## src/common/road_pkg.sv

```systemverilog
/* Grid, lane and timing constants with the shared types of the game core.
   Origin is the top left cell; x grows right, y grows down. */
package road_pkg;

    localparam int X_W = 8;
    localparam int Y_W = 7;

    typedef logic [X_W-1:0] xcoord_t;
    typedef logic [Y_W-1:0] ycoord_t;

    // Grid limits
    localparam xcoord_t MAX_X  = 8'd159;
    localparam ycoord_t MAX_Y  = 7'd119;
    localparam ycoord_t GOAL_Y = 7'd0;

    // Respawn cell, bottom row of the safe zone (rows 100 to 119)
    localparam xcoord_t START_X = 8'd80;
    localparam ycoord_t START_Y = MAX_Y;

    localparam int MAX_CARS    = 4;
    localparam int CAR_SPACING = 40;

    // Lane row per car, entry 0 is car 0
    localparam logic [MAX_CARS-1:0][Y_W-1:0] LANE_Y = {7'd80, 7'd60, 7'd40, 7'd20};

    // Movement rate
    localparam int TICK_PERIOD = 8;
    localparam int TICK_W      = $clog2(TICK_PERIOD);
    localparam logic [TICK_W-1:0] TICK_LAST = TICK_W'(TICK_PERIOD - 1);

    typedef struct packed {
        xcoord_t x;
        ycoord_t y;
    } pos_t;

    // Active high buttons
    typedef struct packed {
        logic up;
        logic down;
        logic left;
        logic right;
    } keys_t;

    typedef pos_t [MAX_CARS-1:0] cars_t;

    typedef logic [3:0] lives_t;
    typedef logic [7:0] score_t;
    typedef logic [2:0] ncars_t;

    typedef enum logic [2:0] {
        S_LIVES,
        S_LIVES_WAIT,
        S_CARS,
        S_CARS_WAIT,
        S_START,
        S_PLAY,
        S_RESPAWN,
        S_OVER
    } game_state_t;

endpackage
```

## src/verilog/road_crosser_top.sv

```systemverilog
/* Game core only, no video path. go is a level; the positions, lives
   and score outputs are meant for a separate renderer. */
`timescale 1ns/1ps

module road_crosser_top (
    input  logic                     clock,
    input  logic                     rst_n,
    input  logic [3:0]               sw,
    input  logic                     go,
    input  road_pkg::keys_t          keys,
    output road_pkg::pos_t           player,
    output road_pkg::cars_t          cars,
    output road_pkg::lives_t         lives,
    output road_pkg::score_t         score,
    output road_pkg::ncars_t         num_cars,
    output road_pkg::game_state_t    state
);

    logic start;
    logic respawn;
    logic tick_en;
    logic tick;
    logic hit;
    logic goal;

    game_ctrl i_game_ctrl (
        .clock    (clock),
        .rst_n    (rst_n),
        .sw       (sw),
        .go       (go),
        .hit      (hit),
        .goal     (goal),
        .state    (state),
        .lives    (lives),
        .score    (score),
        .num_cars (num_cars),
        .start    (start),
        .respawn  (respawn),
        .tick_en  (tick_en)
    );

    tick_timer i_tick_timer (
        .clock   (clock),
        .rst_n   (rst_n),
        .tick_en (tick_en),
        .tick    (tick)
    );

    player_mover i_player_mover (
        .clock   (clock),
        .rst_n   (rst_n),
        .start   (start),
        .respawn (respawn),
        .tick    (tick),
        .keys    (keys),
        .player  (player)
    );

    car_lanes i_car_lanes (
        .clock (clock),
        .rst_n (rst_n),
        .start (start),
        .tick  (tick),
        .cars  (cars)
    );

    hazard_check i_hazard_check (
        .player   (player),
        .cars     (cars),
        .num_cars (num_cars),
        .hit      (hit),
        .goal     (goal)
    );

endmodule

```

## src/verilog/game_ctrl.sv

```systemverilog
/* Setup and play FSM. Each setup value is taken on go high and the FSM
   waits for go low before the next step; hit wins over goal. */
`timescale 1ns/1ps

module game_ctrl (
    input  logic                     clock,
    input  logic                     rst_n,
    input  logic [3:0]               sw,
    input  logic                     go,
    input  logic                     hit,
    input  logic                     goal,
    output road_pkg::game_state_t    state,
    output road_pkg::lives_t         lives,
    output road_pkg::score_t         score,
    output road_pkg::ncars_t         num_cars,
    output logic                     start,
    output logic                     respawn,
    output logic                     tick_en
);

    road_pkg::lives_t sw_lives;
    road_pkg::ncars_t sw_cars;

    // Zero lives on the switches still gives one life
    assign sw_lives = (sw == 4'd0) ? road_pkg::lives_t'(1) : sw;
    // Two switch bits select 1 to 4 cars
    assign sw_cars  = road_pkg::ncars_t'(sw[1:0]) + road_pkg::ncars_t'(1);

    always_ff @(posedge clock or negedge rst_n)
    begin
        if (!rst_n)
        begin
            state    <= road_pkg::S_LIVES;
            lives    <= road_pkg::lives_t'(1);
            score    <= '0;
            num_cars <= road_pkg::ncars_t'(1);
        end
        else
        begin
            case (state)
                road_pkg::S_LIVES, road_pkg::S_OVER:
                begin
                    if (go)
                    begin
                        lives <= sw_lives;
                        state <= road_pkg::S_LIVES_WAIT;
                    end
                end
                road_pkg::S_LIVES_WAIT:
                begin
                    if (!go)
                        state <= road_pkg::S_CARS;
                end
                road_pkg::S_CARS:
                begin
                    if (go)
                    begin
                        num_cars <= sw_cars;
                        state    <= road_pkg::S_CARS_WAIT;
                    end
                end
                road_pkg::S_CARS_WAIT:
                begin
                    if (!go)
                        state <= road_pkg::S_START;
                end
                road_pkg::S_START:
                begin
                    score <= '0;
                    state <= road_pkg::S_PLAY;
                end
                road_pkg::S_PLAY:
                begin
                    if (hit)
                    begin
                        lives <= lives - road_pkg::lives_t'(1);
                        // Last life gone
                        if (lives == road_pkg::lives_t'(1))
                            state <= road_pkg::S_OVER;
                        else
                            state <= road_pkg::S_RESPAWN;
                    end
                    else if (goal)
                    begin
                        score <= score + road_pkg::score_t'(1);
                        state <= road_pkg::S_RESPAWN;
                    end
                end
                road_pkg::S_RESPAWN:
                begin
                    state <= road_pkg::S_PLAY;
                end
                default:
                begin
                    state <= road_pkg::S_LIVES;
                end
            endcase
        end
    end

    // Control pulses decoded from the registered state
    assign start   = (state == road_pkg::S_START);
    assign respawn = (state == road_pkg::S_RESPAWN);
    assign tick_en = (state == road_pkg::S_PLAY) || (state == road_pkg::S_RESPAWN);

endmodule

```

## src/verilog/car_lanes.sv

```systemverilog
/* All lanes move together, inactive cars included; the hazard check
   ignores cars above the active count. */
`timescale 1ns/1ps

module car_lanes (
    input  logic              clock,
    input  logic              rst_n,
    input  logic              start,
    input  logic              tick,
    output road_pkg::cars_t   cars
);

    // Spaced start layout, car i in lane i
    function automatic road_pkg::cars_t initial_cars();
        road_pkg::cars_t layout;
        for (int i = 0; i < road_pkg::MAX_CARS; i++)
        begin
            layout[i].x = road_pkg::xcoord_t'(i * road_pkg::CAR_SPACING);
            layout[i].y = road_pkg::LANE_Y[i];
        end
        return layout;
    endfunction

    always_ff @(posedge clock or negedge rst_n)
    begin
        if (!rst_n)
            cars <= initial_cars();
        else if (start)
            cars <= initial_cars();
        else if (tick)
        begin
            for (int i = 0; i < road_pkg::MAX_CARS; i++)
            begin
                // Wrap from the right edge back to column 0
                if (cars[i].x == road_pkg::MAX_X)
                    cars[i].x <= '0;
                else
                    cars[i].x <= cars[i].x + 1'b1;
            end
        end
    end

endmodule

```

## src/verilog/player_mover.sv

```systemverilog
/* Player cell register. One key per tick in order up, down, left, right;
   a blocked key is dropped, not passed on to the next one. */
`timescale 1ns/1ps

module player_mover (
    input  logic              clock,
    input  logic              rst_n,
    input  logic              start,
    input  logic              respawn,
    input  logic              tick,
    input  road_pkg::keys_t   keys,
    output road_pkg::pos_t    player
);

    road_pkg::pos_t next_pos;

    // Key priority and edge blocking
    always_comb
    begin
        next_pos = player;
        if (keys.up)
        begin
            if (player.y != '0)
                next_pos.y = player.y - 1'b1;
        end
        else if (keys.down)
        begin
            if (player.y != road_pkg::MAX_Y)
                next_pos.y = player.y + 1'b1;
        end
        else if (keys.left)
        begin
            if (player.x != '0)
                next_pos.x = player.x - 1'b1;
        end
        else if (keys.right)
        begin
            if (player.x != road_pkg::MAX_X)
                next_pos.x = player.x + 1'b1;
        end
    end

    always_ff @(posedge clock or negedge rst_n)
    begin
        if (!rst_n)
        begin
            player.x <= road_pkg::START_X;
            player.y <= road_pkg::START_Y;
        end
        else if (start || respawn)
        begin
            player.x <= road_pkg::START_X;
            player.y <= road_pkg::START_Y;
        end
        else if (tick)
        begin
            player <= next_pos;
        end
    end

endmodule

```

## src/verilog/tick_timer.sv

```systemverilog
/* Movement rate divider. Counter is held at zero while disabled, so the
   first tick comes TICK_PERIOD cycles after enable rises. */
`timescale 1ns/1ps

module tick_timer (
    input  logic clock,
    input  logic rst_n,
    input  logic tick_en,
    output logic tick
);

    logic [road_pkg::TICK_W-1:0] count;

    always_ff @(posedge clock or negedge rst_n)
    begin
        if (!rst_n)
            count <= '0;
        else if (!tick_en || count == road_pkg::TICK_LAST)
            count <= '0;
        else
            count <= count + 1'b1;
    end

    // High during the last count of each period
    assign tick = tick_en && (count == road_pkg::TICK_LAST);

endmodule

```

## src/verilog/hazard_check.sv

```systemverilog
/* Purely combinational; hit and goal follow the registered positions
   in the same cycle and are acted on only in play. */
`timescale 1ns/1ps

module hazard_check (
    input  road_pkg::pos_t    player,
    input  road_pkg::cars_t   cars,
    input  road_pkg::ncars_t  num_cars,
    output logic              hit,
    output logic              goal
);

    always_comb
    begin
        hit = 1'b0;
        for (int i = 0; i < road_pkg::MAX_CARS; i++)
        begin
            // Only the first num_cars lanes are live
            if (road_pkg::ncars_t'(i) < num_cars && cars[i] == player)
                hit = 1'b1;
        end
    end

    assign goal = (player.y == road_pkg::GOAL_Y);

endmodule

```

## config.mk

```make
export PLATFORM = sky130hd
export DESIGN_NAME = road_crosser_top
export DESIGN_NICKNAME = d
export VERILOG_FILES = /design/src/common/road_pkg.sv /design/src/verilog/road_crosser_top.sv /design/src/verilog/game_ctrl.sv /design/src/verilog/car_lanes.sv /design/src/verilog/player_mover.sv /design/src/verilog/tick_timer.sv /design/src/verilog/hazard_check.sv
export SDC_FILE = /design/constraint.sdc
export NUM_CORES = 1
export LEC_CHECK = 0
export BUFFER_PORTS_ARGS = -buffer_cell sky130_fd_sc_hd__buf_2
export CORE_ASPECT_RATIO = 0.8
export CORE_MARGIN = 2
export CORE_UTILIZATION = 50
export DETAILED_ROUTE_END_ITERATION = 12
export HOLD_SLACK_MARGIN = 0.05
export PLACE_DENSITY = 0.82
export RECOVER_POWER = 25
export SETUP_SLACK_MARGIN = 0.3
export SLEW_MARGIN = 30
export SYNTH_ARGS = -nofsm -noshare
export SYNTH_HDL_FRONTEND = slang
export SYNTH_SLANG_ARGS = --single-unit
```

## constraint.sdc

```tcl
create_clock -name clock -period 5.7 [get_ports clock]
set_input_delay 0 -clock clock [delete_from_list [all_inputs] [get_ports clock]]
set_output_delay 0 -clock clock [all_outputs]
set_load 0.01 [all_outputs]
```

==> results of run 1 <==
cell usage after synthesis, types with 3 or more instances:
library cell	count
xor2_1	52
dfrtp_1	50
nor2_1	49
nand2_1	44
buf_4	28
o21ai_0	23
ha_1	22
a21oi_1	20
clkbuf_1	19
dfstp_2	18
nand3_1	18
nand4_1	18
inv_1	15
xnor2_1	13
and3_1	12
nor3_1	12
mux2i_1	8
and2_1	7
nor4_1	7
a21o_1	6
a31oi_1	5
o41ai_1	5
a211oi_1	4
nand2b_1	4
nor2b_1	4
buf_2	3
mux2_2	3
o311ai_0	3
worst reg2reg max path, stage by stage, from the launching register on:
cell	delay, ns
dfrtp_1	0.62
xor2_1	0.27
and3_1	0.81
nand3_1	0.33
or3_1	0.44
a21oi_1	0.15
power breakdown:
group          switching [mW]  internal [mW]  leakage, nW
Combinational           0.250          0.171         1.64
Clock                   0.206          0.293        0.124
Sequential              0.109          0.547        0.869
layout make-up:
type	instances	area [µm²]	area share (%)
Inverter	15	56.30	1.073
Clock buffer	13	240.2	4.579
Tap cell	115	143.9	2.743
Clock inverter	3	17.52	0.3339
Multi-Input combinational cell	403	2624	50.01
Sequential cell	68	1724	32.86
Timing Repair Buffer	83	440.4	8.395
per-layer routing:
| layer | track usage, % | vias up |
|---|---|---|
| li1 | - | 1886 |
| met1 | 33.94 | 1955 |
| met2 | 35.25 | 182 |
| met3 | 5.260 | 25 |
| met4 | 8.128 | 0 |
| met5 | 0 | - |
path summary, 6_finish.rpt:
| kind | slack, ns | cells past startpoint | startpoint | to |
|---|---|---|---|---|
| max in group clock | 3.01 | 5 | i_game_ctrl.state[0] | i_player_mover.player[14] |
| setup / recovery | 2.17 | 4 | rst_n | i_game_ctrl.lives[2] |
| setup reg to reg | 3.01 | 5 | i_game_ctrl.state[0] | i_player_mover.player[14] |
| min in group asynchronous | 0.45 | 3 | rst_n | i_car_lanes.cars[28] |
| hold / removal | 0.07 | 3 | sw[1] | i_game_ctrl.num_cars[2] |
| hold reg to reg | 0.46 | 1 | i_tick_timer.count[0] | i_tick_timer.count[0] |
repair_timing:
action	CTS	global route
gates resized for setup	0	0
hold endpoints to repair	56	0
hold buffers	5	0
logic make-up (layout without fill, tap and decap cells):
logic type / count (synthesis) / after routing / share of synthesized area [%]
flip-flops: 68 / 68 / 37.13
multiplexers: 11 / 11 / 2.452
AND/OR/NAND/NOR: 187 / 187 / 20.21
other: 2 / 28 / 0.1617
adder cells (fa/ha/maj): 24 / 24 / 6.791
AO/OA/AOI/OAI: 88 / 88 / 12.53
buffers and inverters: 69 / 114 / 8.461
XOR/XNOR: 65 / 65 / 12.26
metrics by stage:
| step | cells | utilization, % |
|---|---|---|
| after floorplan | 540 | - |
| after global placement | 678 | 54.64 |
| after detailed placement | 678 | 54.64 |
| after CTS | 699 | 58.05 |
| after global routing | 700 | 58.05 |
| final | 700 | 58.05 |
state kept, by name (all words and copies together) (netlist names):
register	cells
i_tick_timer.count	3
i_game_ctrl.score	8
i_game_ctrl.state	3
i_player_mover.player	15
i_game_ctrl.num_cars	3
i_game_ctrl.lives	4
i_car_lanes.cars	32
placed cells by master, fill, tap and decap left out, types with 7 or more instances in the layout:
| master | instances |
|---|---|
| inv_1 | 15 |
| and3_1 | 12 |
| clkbuf_16 | 9 |
| nand3_1 | 18 |
| conb_1 | 28 |
| ha_1 | 22 |
| nor4_1 | 7 |
| mux2i_1 | 8 |
| a21oi_1 | 20 |
| buf_2 | 75 |
| o21ai_0 | 23 |
| nand4_1 | 18 |
| xor2_1 | 52 |
| nor2_1 | 49 |
| nand2_1 | 44 |
| dfrtp_1 | 50 |
| dfstp_2 | 18 |
| nor3_1 | 12 |
| and2_1 | 7 |
| xnor2_1 | 13 |
==> impl_metrics.csv, run 1 <==
group,metric,value,unit
drt,first_iter_violations,347,
synthesis,synth_area,0.004643,mm²
grt,grt_first_pass_wirelength,19210,µm
floorplanning,top_level_ports,104,
sta,slew_viol_final,51,
drt,vias_per_cell,5.783,
finish,nets,615,
clocking,root_buffer,"clkbuf_16",
sta,rsz0062_at_grt,"no",
sta,tns,0,ns
setup_path,cp-end-kind,"async pin",
synthesis,yosysTopAreaCellShare,26.95,%
drt,dr_wl_met3,857,µm
pwr,irDropWorstVdd,0.1809,mV
grt,grt_pass1_vias,3782,
drt,firstDrtPassIters,4,
setup_path,cp_num_buf_inv,4,
drt,routed_wl,11840,µm
sta,setup_ws,2.171,ns
synthesis,syn_area_per_cell,9.033,µm²
drt,wire_per_inst,16.91,µm
synthesis,ys.flop_type,"dfrtp_1",
sta,hold_ws,0.06994,ns
drt,wl_met2,5247,µm
sta,relSlewSlack,-79.63,%
drt,vias,4048,
run_status,status,"finished, violations left",
clocking,cts_setup_buffers,0,
clocking,htree_levels,3,
placed_design,dpl_cell_area,0.004938,mm²
clocking,cts_tree,"built",
synthesis,ys_seq_elements,68,
drt,met1Wirelength,5508,µm
setup_path,crit_family,"buffers and inverters",
floorplanning,coreArea,0.009037,mm²
synthesis,yosys.cell_types.count,57,
floorplanning,die-height,90.19,µm
setup_path,cp.arrival,3.39,ns
run_status,violations,"max-capacitance violations, max-slew violations",
flow_run,drv_cap,1,
setup_path,crit_type,"in -> async",
finish,n_fill_cell,816,
sta,worstMarginPinSlew,2.694,ns
setup_path,crit_chain,"dlygate4sd3_1, buf_2, clkbuf_1, clkbuf_1",
drt,drc,0,
synthesis,ys_seq_area_share,37.13,%
setup_path,worstPathMaxFanout,50,
clocking,numClockSinks,68,
pwr,leakage,2.634,nW
grt,gr-usage-all-layers,23.62,%
grt,antenna_found_initial,0,
floorplanning,row_count,31,
setup_path,critPathRequiredTime,5.56,ns
placed_design,pre_cts_slack,3.019,ns
pwr,totalPowerFinal,1.577,mW
sta,setup_viol,0,
finish,area_delta_synth_final,12.99,%
clocking,cts-buffers-inserted,9,
finish,drive_above_1_share,19.83,%
worst_hold_path,hold_path_class,"in -> reg",
setup_path,crit_slowest_cell,"clkbuf_1",
synthesis,async_reset_ff_share,100.0,%
finish,stdcell_area,0.005246,mm²
drt,maxUsedRoutingLayer,"met4",
clocking,clkSlewWorstSetupHoldPaths,0.05,ns
sta,skew,0.006479,ns
placed_design,port_buffers,75,
synthesis,synth_cells,514,
setup_path,cp-start-kind,"input pin",
floorplanning,die_area,0.01008,mm²
floorplanning,start_util,51.38,%
finish,antenna_cells,0,
synthesis,ys_warn_count,0,
synthesis,synth_edf_count,0,
placed_design,dp_hpwl,8293,µm
placed_design,gp_congestion,0.8575,
drt,drtAntennaViolNets,0,
clocking,ctsLongestPathBuffers,2,
sta,period_share,61.91,%
floorplanning,die_w,111.7,µm
synthesis,synthTopCellsByArea,"dfrtp_1 (27%), dfstp_2 (10%), xor2_1 (9.8%), ha_1 (5.9%), buf_4 (4.5%)",
synthesis,yosys.area.top_type,"dfrtp_1",
pwr,powerDensity,300.6,mW/mm²
grt,grt_overflow,0,
clocking,clkLatencyLatePin,0.34,ns
sta,period_minus_slack,3.529,ns
grt,grt_max_degree,69,
setup_path,cpMostUsedCell,"clkbuf_1",
setup_path,max_stage_delay,1.97,ns
sta,max_freq,283.4,MHz
sta,hold_viol,0,
(Power assumes the default switching activity.)
==> run 2, diff against run 1 <==
- clock period: 5.7 -> 3.7 ns (I/O delays scaled with it)
==> impl_metrics.csv, run 2 (synthesis gave the netlist of run 1 again) <==
group,metric,value,unit
run_status,status,"finished, violations left",
run_status,violations,"max-capacitance violations, max-slew violations",
clocking,cts-buffers-inserted,9,
sta,hold_viol,0,
clocking,root_buffer,"clkbuf_16",
worst_hold_path,whs_endpoint,"i_game_ctrl.num_cars[2]",
floorplanning,start_util,51.38,%
grt,grt_pass1_vias,3769,
setup_path,r2r_start,"i_game_ctrl.state[0]",
grt,grt_overflow,0,
setup_path,cp-start-kind,"register",
drt,firstDrtPassIters,5,
setup_path,worstPathMaxFanout,24,
clocking,numClockSinks,68,
sta,setup_ws,1.410,ns
finish,n_fill_cell,796,
setup_path,r2r_cells,7,
finish,mostFrequentLayoutCells,"buf_2 (62), xor2_1 (52), dfrtp_1 (50), nor2_1 (49), nand2_1 (44)",
floorplanning,die-height,90.19,µm
drt,vias,3990,
clocking,htree_levels,3,
grt,grt_max_degree,40,
finish,nets,615,
flow_run,drv_cap,1,
pwr,irDropWorstVdd,0.2857,mV
drt,drtAntennaViolNets,0,
drt,first_iter_violations,247,
finish,area_delta_synth_final,13.72,%
floorplanning,die_area,0.01008,mm²
worst_hold_path,hold_path_class,"in -> reg",
grt,gr-usage-all-layers,23.58,%
sta,rsz0062_at_grt,"no",
finish,regMostFlops,"i_car_lanes.cars",
sta,worstMarginPinSlew,2.142,ns
finish,mostFrequentLayoutCell,"buf_2",
drt,vias_per_cell,5.700,
sta,period_share,61.88,%
pwr,powerDensity,477.8,mW/mm²
placed_design,port_buffers,75,
clocking,cts_setup_buffers,0,
finish,drive_above_1_share,18.80,%
sta,skew,0.01001,ns
setup_path,rr_endpoint,"i_car_lanes.cars[12]",
setup_path,ff2ff_setup_slack,1.41,ns
clocking,cts_hold_buf,4,
setup_path,cp-end-kind,"register",
floorplanning,row_count,31,
pwr,totalPowerFinal,2.523,mW
clocking,clkSlewWorstSetupHoldPaths,0.06,ns
placed_design,gp_congestion,0.9218,
drt,routed_wl,11610,µm
clocking,ctsLongestPathBuffers,2,
sta,setup_viol,0,
floorplanning,top_level_ports,104,
sta,slew_viol_final,40,
setup_path,cp.arrival,2.50,ns
setup_path,crit_type,"reg -> reg",
sta,tns,0,ns
finish,antenna_cells,0,
drt,drc,0,
worst_hold_path,whs_path_depth,3,
sta,max_freq,436.8,MHz
finish,reg_top3,"i_car_lanes.cars (32), i_player_mover.player (15), i_game_ctrl.score (8)",
finish,largest_reg_flops,32,
placed_design,pre_cts_slack,1.424,ns
clocking,cts_tree,"built",
placed_design,dp_hpwl,8343,µm
grt,antenna_found_initial,0,
grt,grt_first_pass_wirelength,19360,µm
setup_path,critPathRequiredTime,3.91,ns
clocking,clkLatencyLatePin,0.34,ns
worst_hold_path,hold_path.startpoint,"sw[1]",
clocking,cts-resized-gates,0,
floorplanning,die_w,111.7,µm
drt,wire_per_inst,16.58,µm
sta,period_minus_slack,2.290,ns
floorplanning,coreArea,0.009037,mm²
sta,relSlewSlack,-42.79,%
pwr,leakage,2.616,nW
run 2: changes by cell type in the layout (fill, tap and decap cells not counted), sizes merged:
cell / before / now
clkinvlp: 1 / 2
clkbuf: 15 / 23
dlygate4sd3: 5 / 4
buf: 76 / 66
bufinv: 0 / 1
clkinv: 2 / 3
run 2: layout make-up:
class	count	area, µm²	share of cell area (%)
Multi-Input combinational cell	403	2624	49.69
Sequential cell	68	1724	32.65
Timing Repair Buffer	83	429.2	8.128
Clock buffer	10	239.0	4.526
Tap cell	115	143.9	2.725
Clock inverter	6	63.81	1.209
Inverter	15	56.30	1.066
run 2: how the worst max path moves through the flow:
stage | start | end | cells after the start | slack [ns]
5_1_grt | rst_n | i_car_lanes.cars[43] | 3 | 1.07
3_5_place_dp | i_game_ctrl.state[0] | i_car_lanes.cars[12] | 7 | 1.42
3_3_place_gp | i_game_ctrl.state[0] | i_car_lanes.cars[12] | 7 | 1.53
6_report | i_game_ctrl.state[0] | i_car_lanes.cars[12] | 7 | 1.41
4_1_cts | i_game_ctrl.state[0] | i_car_lanes.cars[12] | 7 | 1.39
2_1_floorplan | i_player_mover.player[11] | i_player_mover.player[14] | 7 | 1.77
run 2: metrics by stage:
stage	hold WS (ns)	cells	area, µm²	utilization, %
5_1_grt	0.08428	700	5280	58.42
4_1_cts	0.06548	700	5296	58.60
6_report	0.06581	700	5280	58.42
3_3_place_gp	0.1581	680	4954	54.81
3_5_place_dp	0.1702	680	4954	54.81
2_1_floorplan	-0.2956	540	4741	-
run 2: critical path: stages (launching register included):
cell and delay [ns]:
dfrtp_1 0.54, xor2_1 0.25, and3_1 0.26, buf_4 0.23
nor2_1 0.54, nor2_1 0.15, nand2_1 0.11, o21ai_0 0.08
run 2: power breakdown:
part           total (mW)  switching, mW  internal (mW)
logic               0.644          0.384          0.259
registers            1.01          0.172          0.843
clock network       0.864          0.326          0.538
total                2.52          0.882           1.64
run 2: metal layers:
metal / vias to the layer above / part of all wire, % / GRT usage [%]
li1: 1878 / - / -
met1: 1885 / 46 / 34.41
met2: 211 / 43 / 34.49
met3: 16 / 9.2 / 6.069
met4: 0 / 1.2 / 6.893
met5: - / 0 / 0
